===== src/common/xbus_pkg.sv =====
// xbus package with bus widths, the address map and the state encodings.
package xbus_pkg;

   // ~~~~~~~~~~~~~~~~~~~~
   // bus widths.
   typedef logic [21:0] bus_addr_t;   // 22-bit word address.
   typedef logic [31:0] bus_data_t;   // one bus word.
   typedef logic [1:0]  reg_idx_t;    // register select inside a slave.

   // ~~~~~~~~~~~~~~~~~~~~
   // address map, octal as on the processor side.
   localparam bus_addr_t DRAM_LIMIT = 22'o16777777;   // last dram word.
   localparam bus_addr_t DMA_BASE   = 22'o17377770;   // four dma registers.
   localparam bus_addr_t TIMER_BASE = 22'o17764000;   // four timer registers.

   // read value when no slave drives the bus.
   localparam bus_data_t BUS_FLOAT = 32'hffff_ffff;

   // ~~~~~~~~~~~~~~~~~~~~
   // decoder output.
   typedef enum logic [1:0] {
      region_none,
      region_dram,
      region_dma,
      region_timer
   } region_t;

   // arbiter states.
   typedef enum logic [1:0] {
      bus_idle,
      bus_req,
      bus_wait,
      bus_slave
   } arb_state_t;

   // dma engine states.
   typedef enum logic [1:0] {
      dma_idle,
      dma_read,
      dma_write
   } dma_state_t;

endpackage


===== src/common/xbus_if.sv =====
// xbus interface, one word transfer per req/ack handshake.
`timescale 1ns/1ps

interface xbus_if
   import xbus_pkg::*;
   ();

   bus_addr_t addr;    // word address.
   bus_data_t wdata;   // write data, master to slave.
   bus_data_t rdata;   // read data, slave to master.
   logic      req;     // held until ack.
   logic      write;
   logic      ack;     // one cycle per transfer.

   modport master (
      output addr,
      output wdata,
      output req,
      output write,
      input  rdata,
      input  ack
   );

   modport slave (
      input  addr,
      input  wdata,
      input  req,
      input  write,
      output rdata,
      output ack
   );

endinterface


===== src/busint/bus_arbiter.sv =====
// bus arbiter, cpu address decode and dram sharing between cpu and dma.
`timescale 1ns/1ps

module bus_arbiter
   import xbus_pkg::*;
   (
   input  logic   mclk,
   input  logic   reset,
   xbus_if.slave  cpu,
   xbus_if.slave  dma_mem,
   xbus_if.master dram,
   xbus_if.master dma_reg,
   xbus_if.master timer,
   output logic   load
   );

   region_t    region;
   arb_state_t state;
   arb_state_t next_state;
   logic       cpu_active;   // cpu request forwarded to a slave.
   logic       dma_owner;    // dma holds the dram.
   logic       cpu_ack;
   bus_data_t  read_data;
   bus_data_t  busout_q;

   // ~~~~~~~~~~~~~~~~~~~~
   // address decode.
   always_comb
   begin
      if (cpu.addr <= DRAM_LIMIT)
         region = region_dram;
      else if (cpu.addr[21:2] == DMA_BASE[21:2])
         region = region_dma;
      else if (cpu.addr[21:2] == TIMER_BASE[21:2])
         region = region_timer;
      else
         region = region_none;   // never acked, cpu times out.
   end

   // ~~~~~~~~~~~~~~~~~~~~
   // arbitration, cpu wins from idle.
   always_comb
   begin
      next_state = state;
      case (state)
         bus_idle:
         begin
            if (cpu.req)
               next_state = bus_req;
            else if (dma_mem.req)
               next_state = bus_slave;
         end
         bus_req:
         begin
            if (cpu_ack)
               next_state = bus_wait;
            else if (!cpu.req)
               next_state = bus_idle;
         end
         bus_wait:   if (!cpu.req) next_state = bus_idle;   // cpu releases req.
         bus_slave:  if (dram.ack) next_state = bus_idle;   // one dma word done.
         default:    next_state = bus_idle;
      endcase
   end

   always_ff @(posedge mclk)
   begin
      if (reset)
         state <= bus_idle;
      else
         state <= next_state;
   end

   assign cpu_active = (state == bus_req) && cpu.req;
   assign dma_owner  = (state == bus_slave);

   // dram port, dma or cpu.
   assign dram.addr  = dma_owner ? dma_mem.addr  : cpu.addr;
   assign dram.wdata = dma_owner ? dma_mem.wdata : cpu.wdata;
   assign dram.write = dma_owner ? dma_mem.write : cpu.write;
   assign dram.req   = dma_owner ? dma_mem.req   : cpu_active && (region == region_dram);

   assign dma_mem.rdata = dram.rdata;
   assign dma_mem.ack   = dma_owner && dram.ack;

   // register slaves only ever see the cpu.
   assign dma_reg.addr  = cpu.addr;
   assign dma_reg.wdata = cpu.wdata;
   assign dma_reg.write = cpu.write;
   assign dma_reg.req   = cpu_active && (region == region_dma);

   assign timer.addr  = cpu.addr;
   assign timer.wdata = cpu.wdata;
   assign timer.write = cpu.write;
   assign timer.req   = cpu_active && (region == region_timer);

   // ~~~~~~~~~~~~~~~~~~~~
   // ack and read data back to the cpu.
   always_comb
   begin
      case (region)
         region_dram:  read_data = dram.rdata;
         region_dma:   read_data = dma_reg.rdata;
         region_timer: read_data = timer.rdata;
         default:      read_data = BUS_FLOAT;
      endcase
   end

   assign cpu_ack = (state == bus_req) &&
                    ((region == region_dram  && dram.ack) ||
                     (region == region_dma   && dma_reg.ack) ||
                     (region == region_timer && timer.ack));
   assign cpu.ack = cpu_ack;

   always_ff @(posedge mclk)
   begin
      if (cpu_ack && !cpu.write)
         busout_q <= read_data;   // held until the next read.
   end

   always_ff @(posedge mclk)
   begin
      if (reset)
         load <= 1'b0;
      else
         load <= cpu_ack && !cpu.write;   // cycle after read completion.
   end

   assign cpu.rdata = busout_q;

endmodule


===== src/flat_wrapper.sv =====
// flat-port wrapper written by rule: the top's interface ports become plain ports
module bus_arbiter_flat import xbus_pkg::*;
  (mclk, reset, load, cpu_addr, cpu_wdata, cpu_req, cpu_write, cpu_rdata, cpu_ack, dma_mem_addr, dma_mem_wdata, dma_mem_req, dma_mem_write, dma_mem_rdata, dma_mem_ack, dram_addr, dram_wdata, dram_req, dram_write, dram_rdata, dram_ack, dma_reg_addr, dma_reg_wdata, dma_reg_req, dma_reg_write, dma_reg_rdata, dma_reg_ack, timer_addr, timer_wdata, timer_req, timer_write, timer_rdata, timer_ack);
  xbus_if cpu_i ();
  xbus_if dma_mem_i ();
  xbus_if dram_i ();
  xbus_if dma_reg_i ();
  xbus_if timer_i ();
  input  logic mclk;
  input  logic reset;
  output logic load;
  input wire logic [$bits(cpu_i.addr)-1:0] cpu_addr;
  input wire logic [$bits(cpu_i.wdata)-1:0] cpu_wdata;
  input wire logic [$bits(cpu_i.req)-1:0] cpu_req;
  input wire logic [$bits(cpu_i.write)-1:0] cpu_write;
  output wire logic [$bits(cpu_i.rdata)-1:0] cpu_rdata;
  output wire logic [$bits(cpu_i.ack)-1:0] cpu_ack;
  input wire logic [$bits(dma_mem_i.addr)-1:0] dma_mem_addr;
  input wire logic [$bits(dma_mem_i.wdata)-1:0] dma_mem_wdata;
  input wire logic [$bits(dma_mem_i.req)-1:0] dma_mem_req;
  input wire logic [$bits(dma_mem_i.write)-1:0] dma_mem_write;
  output wire logic [$bits(dma_mem_i.rdata)-1:0] dma_mem_rdata;
  output wire logic [$bits(dma_mem_i.ack)-1:0] dma_mem_ack;
  output wire logic [$bits(dram_i.addr)-1:0] dram_addr;
  output wire logic [$bits(dram_i.wdata)-1:0] dram_wdata;
  output wire logic [$bits(dram_i.req)-1:0] dram_req;
  output wire logic [$bits(dram_i.write)-1:0] dram_write;
  input wire logic [$bits(dram_i.rdata)-1:0] dram_rdata;
  input wire logic [$bits(dram_i.ack)-1:0] dram_ack;
  output wire logic [$bits(dma_reg_i.addr)-1:0] dma_reg_addr;
  output wire logic [$bits(dma_reg_i.wdata)-1:0] dma_reg_wdata;
  output wire logic [$bits(dma_reg_i.req)-1:0] dma_reg_req;
  output wire logic [$bits(dma_reg_i.write)-1:0] dma_reg_write;
  input wire logic [$bits(dma_reg_i.rdata)-1:0] dma_reg_rdata;
  input wire logic [$bits(dma_reg_i.ack)-1:0] dma_reg_ack;
  output wire logic [$bits(timer_i.addr)-1:0] timer_addr;
  output wire logic [$bits(timer_i.wdata)-1:0] timer_wdata;
  output wire logic [$bits(timer_i.req)-1:0] timer_req;
  output wire logic [$bits(timer_i.write)-1:0] timer_write;
  input wire logic [$bits(timer_i.rdata)-1:0] timer_rdata;
  input wire logic [$bits(timer_i.ack)-1:0] timer_ack;
  assign cpu_i.addr = cpu_addr;
  assign cpu_i.wdata = cpu_wdata;
  assign cpu_i.req = cpu_req;
  assign cpu_i.write = cpu_write;
  assign cpu_rdata = cpu_i.rdata;
  assign cpu_ack = cpu_i.ack;
  assign dma_mem_i.addr = dma_mem_addr;
  assign dma_mem_i.wdata = dma_mem_wdata;
  assign dma_mem_i.req = dma_mem_req;
  assign dma_mem_i.write = dma_mem_write;
  assign dma_mem_rdata = dma_mem_i.rdata;
  assign dma_mem_ack = dma_mem_i.ack;
  assign dram_addr = dram_i.addr;
  assign dram_wdata = dram_i.wdata;
  assign dram_req = dram_i.req;
  assign dram_write = dram_i.write;
  assign dram_i.rdata = dram_rdata;
  assign dram_i.ack = dram_ack;
  assign dma_reg_addr = dma_reg_i.addr;
  assign dma_reg_wdata = dma_reg_i.wdata;
  assign dma_reg_req = dma_reg_i.req;
  assign dma_reg_write = dma_reg_i.write;
  assign dma_reg_i.rdata = dma_reg_rdata;
  assign dma_reg_i.ack = dma_reg_ack;
  assign timer_addr = timer_i.addr;
  assign timer_wdata = timer_i.wdata;
  assign timer_req = timer_i.req;
  assign timer_write = timer_i.write;
  assign timer_i.rdata = timer_rdata;
  assign timer_i.ack = timer_ack;
  bus_arbiter u_core (.mclk(mclk), .reset(reset), .cpu(cpu_i), .dma_mem(dma_mem_i), .dram(dram_i), .dma_reg(dma_reg_i), .timer(timer_i), .load(load));
endmodule

===== config.mk =====
export PLATFORM = sky130hd
export DESIGN_NAME = bus_arbiter_flat
export DESIGN_NICKNAME = d
export VERILOG_FILES = /design/src/common/xbus_pkg.sv /design/src/common/xbus_if.sv /design/src/busint/bus_arbiter.sv /design/src/flat_wrapper.sv
export SDC_FILE = /design/constraint.sdc
export NUM_CORES = 1
export LEC_CHECK = 0
export BUFFER_PORTS_ARGS = -buffer_cell sky130_fd_sc_hd__buf_2
export CAP_MARGIN = 20
export CORE_AREA = 4 4 174 176
export CTS_CLUSTER_DIAMETER = 40
export DETAILED_ROUTE_END_ITERATION = 7
export DIE_AREA = 0 0 178 180
export GPL_ROUTABILITY_DRIVEN = 0
export HOLD_SLACK_MARGIN = 0.1
export SETUP_SLACK_MARGIN = 0.2
export SLEW_MARGIN = 20
export SYNTH_ARGS = -nofsm -noshare
export SYNTH_HDL_FRONTEND = slang
export SYNTH_SLANG_ARGS = --single-unit

===== constraint.sdc =====
create_clock -name mclk -period 4.43 [get_ports mclk]
set_input_delay 0.443 -clock mclk [delete_from_list [all_inputs] [get_ports mclk]]
set_output_delay 0.443 -clock mclk [all_outputs]
set_load 0.005 [all_outputs]

==> impl_summary.log, run 1 <==
[metrics] cell accounting for the most synthesized area: sky130_fd_sc_hd__buf_4
[metrics] combinational group share of total power: 0.368
[metrics] share of cells above drive strength 1: 0.789
[metrics] critical path data required time: 3990 ps
[metrics] commonest non-fill, non-tap cell in the layout: sky130_fd_sc_hd__buf_2
[metrics] synth top area cells: sky130_fd_sc_hd__buf_4, sky130_fd_sc_hd__edfxtp_1, sky130_fd_sc_hd__mux2_2
[metrics] net count after synthesis: 574
[metrics] full die area: 32000 µm²
[metrics] final sum of negative setup slack: 0 ps
[metrics] vias in the first global route: 3815
[metrics] routed via count: 3893
[metrics] unique cell type count in the Yosys netlist: 30
[metrics] sum of routed wire length over all layers: 18300 µm
[metrics] Starting Density: 0.123
[metrics] post-route core utilization: 0.184
[metrics] post-synthesis to final-layout area growth: 49.9%
[metrics] arrival time at the worst endpoint: 2380 ps
[metrics] Fill cells: 3222
[metrics] clock root buffer: sky130_fd_sc_hd__clkbuf_16
[metrics] switching power: 340 µW
[metrics] placeable core region: 28600 µm²
[metrics] fmax: 354 MHz
[metrics] multi-input gate area in the final layout: 1350 µm²
[metrics] post-synthesis instance total: 361
[metrics] switching power as a share of total power: 0.297
[metrics] leakage: 0.00270 µW
[metrics] RSZ-0062 raised after global routing: no
[metrics] average footprint of a synthesized cell: 9.75 µm²
[metrics] number of antenna violations at the first check in global routing: 2
[metrics] Worst setup SP type: register
[metrics] Int Pwr: 804 µW
[metrics] Iteration-0 DRC Markers: 269
[metrics] total number of nets in the final design: 871
[metrics] flip-flop cell with the highest count after synthesis: sky130_fd_sc_hd__edfxtp_1
[metrics] number of synthesized register bits: 35
[metrics] aggregate global-route resource usage: 0.101
[metrics] proportion of synthesized chip area in sequential cells: 0.290
[metrics] number of nets with antenna violations after routing: 0
[metrics] wire per inst: 17.5 µm
[metrics] proportion of register bits with asynchronous set or reset after synthesis: 0
[metrics] clock latency of the later-clocked register in the worst-skew pair: 280 ps
[metrics] largest net degree at the start of global routing: 40
[metrics] number of clock sinks: 35
[metrics] most frequent cells in the layout: sky130_fd_sc_hd__buf_2, sky130_fd_sc_hd__mux2_2, sky130_fd_sc_hd__nand2_1
[metrics] post-cts repair resize count: 0
[metrics] Port Buffers: 447
[metrics] time the final worst path needs with I/O delays and setup: 2820 ps
[metrics] global-route congestion overflow total: 0
[metrics] CTS Hold Bufs: 0
[metrics] TritonCTS clock tree: yes
[metrics] class of the most critical setup path: register to output port
[metrics] PD cells: 217 nW/µm²
[metrics] min-delay worst type: input port to register
[metrics] num ports: 448
[metrics] Clock Path Buffers: 2
[metrics] final number of hold-violating endpoints: 0
[metrics] Worst setup EP type: output port
[metrics] die width: 178 µm
[metrics] maximum level of the CTS H-tree: 2
[metrics] Peak supply drop: 0.000124 V
[metrics] period utilization: 0.637
[metrics] final setup violation count: 0
[metrics] number of iterations in the first detailed-routing pass: 5
[metrics] biggest fanout along the worst timing path: 39
[metrics] post-route DRC violation count: 0
[metrics] status: completed
[metrics] area share of the largest cell type after synthesis: 0.309
[metrics] number of vias per cell after detailed routing: 3.73
[metrics] Slew Limit Headroom: 0.362
[metrics] global-route wire length before repair: 24600 µm
[metrics] Inserted Clock Buffers: 5
[metrics] fraction of power consumed by the clock network: 0.292
[metrics] register area: 1020 µm²
[metrics] final slew viol count: 0
[metrics] final setup skew: 5.20 ps
[metrics] count of warnings emitted by yosys: 0
[metrics] post-synthesis cell area: 3520 µm²
[metrics] total power: 1140 µW
[metrics] count of standard-cell rows: 62
[metrics] Post-synth EDFFs: 32
[metrics] max-cap violation count: 0
[metrics] HPWL after DPL: 16000 µm
[metrics] post-CTS setup repair buffer count: 0
[metrics] DIE HEIGHT: 180 µm
[metrics] clock-pin transition on the worst setup and hold timing paths: 60 ps
[metrics] proportion of power drawn by flip-flops and latches: 0.340
[metrics] Worst-Margin Slew: 954 ps
[cell usage after synthesis (all sizes together) (3+ instances only)]
cell and number:
o21ai 4, nor4 5, nand2 38, nor2 5, clkbuf 13, buf 149
a222oi 32, dfxtp 3, mux2 55, edfxtp 32, nand4 3, nand2b 4
[registers in the layout (all words and copies together) (netlist names)]
register,cells
u_core.cpu.rdata,32
u_core.state,2
u_core.load,1
[critical path, cell delays in order (launching register included)]
cell and delay [ps]:
sky130_fd_sc_hd__dfxtp_1 400, sky130_fd_sc_hd__nand2_2 730, sky130_fd_sc_hd__buf_4 400, sky130_fd_sc_hd__mux2_2 390, sky130_fd_sc_hd__buf_2 130
[power by group through the flow]
stage	combinational, µW	sequential, µW	clock (µW)
2_1_floorplan	239	390	0
3_3_place_gp	420	396	0
3_5_place_dp	426	396	0
4_1_cts	427	389	353
5_1_grt	460	391	363
6_report	421	389	334
[routing by layer]
layer / GRT usage / wire [µm]
met5: 0 / 20
met4: 0.0152 / 140
met3: 0.0218 / 1840
met2: 0.186 / 9110
met1: 0.123 / 7180
[kinds of logic after synthesis]
family | share of synthesized area
flops | 0.290
mux | 0.176
simple gates | 0.0938
buf+inv | 0.331
compound gates | 0.109
[per-stage QoR]
stage / hold slack [ps] / worst slack, ps / instances / cell area [µm²]
global placement: 657 / 1500 / 1035 / 5130
floorplan: 512 / 1060 / 361 / 3530
finish: 378 / 1610 / 1044 / 5280
CTS: 381 / 1590 / 1043 / 5280
global route: 380 / 1460 / 1043 / 5280
detailed placement: 668 / 1410 / 1035 / 5130
[layout make-up]
cell class | count | share of cell area
Multi-Input combinational cell | 162 | 0.256
Tap cell | 384 | 0.0910
Inverter | 2 | 0.00142
Clock inverter | 3 | 0.00284
Sequential cell | 35 | 0.193
Clock buffer | 5 | 0.0237
Timing Repair Buffer | 452 | 0.431
Antenna cell | 1 | 0.000474
[worst paths after layout]
kind,startpoint,slack (ps),endpoint,cells after the start
min reg2reg,u_core.state[0]$_SDFFE_PP0P_,670,u_core.state[1]$_SDFFE_PP0P_,2
max,u_core.state[1]$_SDFFE_PP0P_,1610,dram_wdata[4],4
max reg2reg,u_core.state[1]$_SDFFE_PP0P_,2720,u_core.cpu.rdata[4]$_DFFE_PP_,3
min,reset,380,u_core.state[0]$_SDFFE_PP0P_,2
Note: power is estimated with default switching activity, not from simulation.
==> run 2: changes to the inputs <==
- CORE_AREA: 4 4 174 176 -> 4 4 171 173
- DIE_AREA: 0 0 178 180 -> 0 0 175 177
- clock period: 4.43 -> 2.8 ns (I/O delays scaled with it)
==> impl_summary.log, run 2 (synthesized netlist as in run 1, its figures left out) <==
[metrics] arrival time at the worst endpoint: 1950 ps (-430 ps)
[metrics] class of the most critical setup path: register to output port
[metrics] Hold Startpoint: reset
[metrics] Slew Limit Headroom: 0.519 (+0.157)
[metrics] CTS Hold Bufs: 0 (unchanged)
[metrics] Port Buffers: 447 (unchanged)
[metrics] share of cells above drive strength 1: 0.794 (+0.00460)
[metrics] post-synthesis to final-layout area growth: 51.6%
[metrics] antenna diode instance count: 0 (-1)
[metrics] register area: 1020 µm² (unchanged)
[metrics] final slew viol count: 0 (unchanged)
[metrics] status: completed
[metrics] fmax: 447 MHz
[metrics] number of nets with antenna violations after routing: 0 (unchanged)
[metrics] num ports: 448 (unchanged)
[metrics] TritonCTS clock tree: yes
[metrics] placeable core region: 27600 µm² (-3.5%)
[metrics] Int Pwr: 1280 µW (+60%)
[metrics] post-route core utilization: 0.193 (+0.00882)
[metrics] max-cap violation count: 0 (unchanged)
[metrics] Clock Path Buffers: 2 (unchanged)
[metrics] proportion of power drawn by flip-flops and latches: 0.336 (-0.004)
[metrics] clock-pin transition on the worst setup and hold timing paths: 60 ps (about the same)
[metrics] CP Cell Sequence: nand2_2, buf_4, mux2_2, buf_2
[metrics] RSZ-0062 raised after global routing: no
[metrics] multi-input gate area in the final layout: 1360 µm² (+0.83%)
[metrics] post-route DRC violation count: 0 (unchanged)
[metrics] Fill cells: 3123 (-3.1%)
[metrics] number of antenna violations at the first check in global routing: 0 (-2)
[metrics] number of gates on the worst path with buffers counted: 4 (unchanged)
[metrics] post-route standard cell area excluding fillers: 5340 µm² (+1.1%)
[metrics] time the final worst path needs with I/O delays and setup: 2230 ps
[metrics] period utilization: 0.798
[metrics] routed via count: 3833 (-1.5%)
[metrics] DIE HEIGHT: 177 µm (-1.7%)
[metrics] global-route congestion overflow total: 0 (unchanged)
[metrics] Worst-Margin Slew: 722 ps (-232 ps)
[metrics] number of clock sinks: 35 (unchanged)
[metrics] total power: 1830 µW (+60%)
[metrics] Min-Delay Path Depth: 2 (unchanged)
[metrics] clock root buffer: sky130_fd_sc_hd__clkbuf_16
[metrics] Starting Density: 0.127 (+0.00443)
[metrics] clock latency of the later-clocked register in the worst-skew pair: 280 ps (about the same)
[metrics] PD cells: 343 nW/µm² (+58%)
[metrics] total number of nets in the final design: 876 (+0.57%)
[metrics] final setup skew: 10.3 ps (+5.13 ps)
[metrics] most frequent cells in the layout: sky130_fd_sc_hd__buf_2, sky130_fd_sc_hd__mux2_2, sky130_fd_sc_hd__nand2_1
[metrics] worst setup slack for register-to-register paths: 1180 ps (-1540 ps)
[metrics] aggregate global-route resource usage: 0.0969 (-0.00459)
[metrics] Worst setup SP type: register
[metrics] crit path buf inv count: 2 (unchanged)
[metrics] commonest non-fill, non-tap cell in the layout: sky130_fd_sc_hd__buf_2
[metrics] maximum level of the CTS H-tree: 2 (unchanged)
[metrics] biggest fanout along the worst timing path: 55 (+41%)
[metrics] flip-flop count of the largest register, all copies and words added: 32 (unchanged)
[metrics] HPWL after DPL: 14700 µm (-7.8%)
[metrics] Peak supply drop: 0.000229 V (+85%)
[metrics] FF-to-FF path depth: 3 (unchanged)
[metrics] post-placement cell area: 5190 µm² (+1.1%)
[metrics] largest net degree at the start of global routing: 56 (+40%)
[metrics] cell type group with the largest total delay on the critical path: buffers and inverters
[metrics] wire per inst: 16.0 µm (-8.4%)
[metrics] sum of routed wire length over all layers: 16700 µm (-8.5%)
[metrics] delay of the slowest critical-path stage: 540 ps (-190 ps)
[metrics] post-CTS setup repair buffer count: 0 (unchanged)
[metrics] combinational group share of total power: 0.359 (-0.009)
[metrics] Worst setup EP type: output port
[metrics] count of standard-cell rows: 61 (-1.6%)
[metrics] leakage: 0.00272 µW (+0.99%)
[metrics] critical path data required time: 2520 ps (-1470 ps)
[metrics] fraction of power consumed by the clock network: 0.305 (+0.013)
[metrics] full die area: 31000 µm² (-3.3%)
[metrics] final number of hold-violating endpoints: 0 (unchanged)
[metrics] min-delay worst type: input port to register
[metrics] switching power: 548 µW (+61%)
[metrics] final setup violation count: 0 (unchanged)
[metrics] switching power as a share of total power: 0.299 (+0.00205)
[metrics] endpoint of the worst-slack reg-to-reg timing path: u_core.cpu.rdata[3]$_DFFE_PP_
[metrics] final sum of negative setup slack: 0 ps (unchanged)
[metrics] number of vias per cell after detailed routing: 3.68 (-1.4%)
[metrics] reg-to-reg startpoint: u_core.state[0]$_SDFFE_PP0P_
[metrics] hold path endpoint: u_core.state[0]$_SDFFE_PP0P_
[metrics] Inserted Clock Buffers: 5 (unchanged)
[metrics] Iteration-0 DRC Markers: 238 (-12%)
[metrics] number of iterations in the first detailed-routing pass: 8 (+3)
[metrics] library cell contributing the largest single delay on the critical path: sky130_fd_sc_hd__buf_4
[metrics] vias in the first global route: 3797 (-0.47%)
[metrics] global-route wire length before repair: 23300 µm (-5.2%)
[metrics] post-cts repair resize count: 0 (unchanged)
[metrics] die width: 175 µm (-1.7%)
[run 2: cell count changes in the layout (fill, tap and decap cells not counted)]
cell                         delta
sky130_fd_sc_hd__a21oi_1        -1
sky130_fd_sc_hd__diode_2        -1
sky130_fd_sc_hd__inv_6          +1
sky130_fd_sc_hd__buf_12         +1
sky130_fd_sc_hd__nand4_4        +1
sky130_fd_sc_hd__buf_4          +4
sky130_fd_sc_hd__nand4_2        -1
sky130_fd_sc_hd__clkinv_1       -2
sky130_fd_sc_hd__clkinvlp_4     +1
sky130_fd_sc_hd__a21oi_2        +1
sky130_fd_sc_hd__or3_2          -1
sky130_fd_sc_hd__or3_1          +1
[run 2: cell type report]
type	count	share of cell area
clock buffers	5	0.0234
repair buffers	457	0.435
flip-flops and latches	35	0.191
multi-input cells	162	0.255
clock inverters	3	0.00445
inverters	2	0.00141
well taps	378	0.0886
[run 2: how the worst max path moves through the flow]
stage	from	end	slack, ps
3_5_place_dp	cpu_addr[19]	cpu_ack	450
2_1_floorplan	cpu_addr[19]	u_core.cpu.rdata[0]$_DFFE_PP_	250
3_3_place_gp	cpu_addr[21]	cpu_ack	420
4_1_cts	cpu_addr[19]	cpu_ack	450
6_report	u_core.state[0]$_SDFFE_PP0P_	dram_wdata[18]	570
5_1_grt	cpu_addr[5]	cpu_ack	410
[run 2: power groups by stage]
stage          clock network [µW]  registers (µW)  logic, µW
2_1_floorplan                   0             617        380
3_3_place_gp                    0             626        665
3_5_place_dp                    0             627        667
4_1_cts                       595             616        670
5_1_grt                       626             618        720
6_report                      559             616        658
[run 2: worst reg2reg max path, delay by kind of cell (launching register included)]
family / cells / cell delay, ps
DFF: 1 / 510
buffers and inverters: 1 / 230
and+or+nand+nor: 2 / 550
[run 2: through the flow]
step / instances / worst slack [ps] / hold WS (ps)
4_1_cts: 1042 / 451 / 190
2_1_floorplan: 361 / 254 / 349
3_3_place_gp: 1034 / 425 / 497
6_report: 1042 / 565 / 207
5_1_grt: 1042 / 408 / 209
3_5_place_dp: 1034 / 455 / 493
[run 2: per-layer routing]
metal  share of wire  track usage  wire, µm
met1            0.41        0.128      6840
met2            0.51        0.173      8540
met3           0.076       0.0117      1270
met4          0.0044       0.0157        74
met5               0            0         0
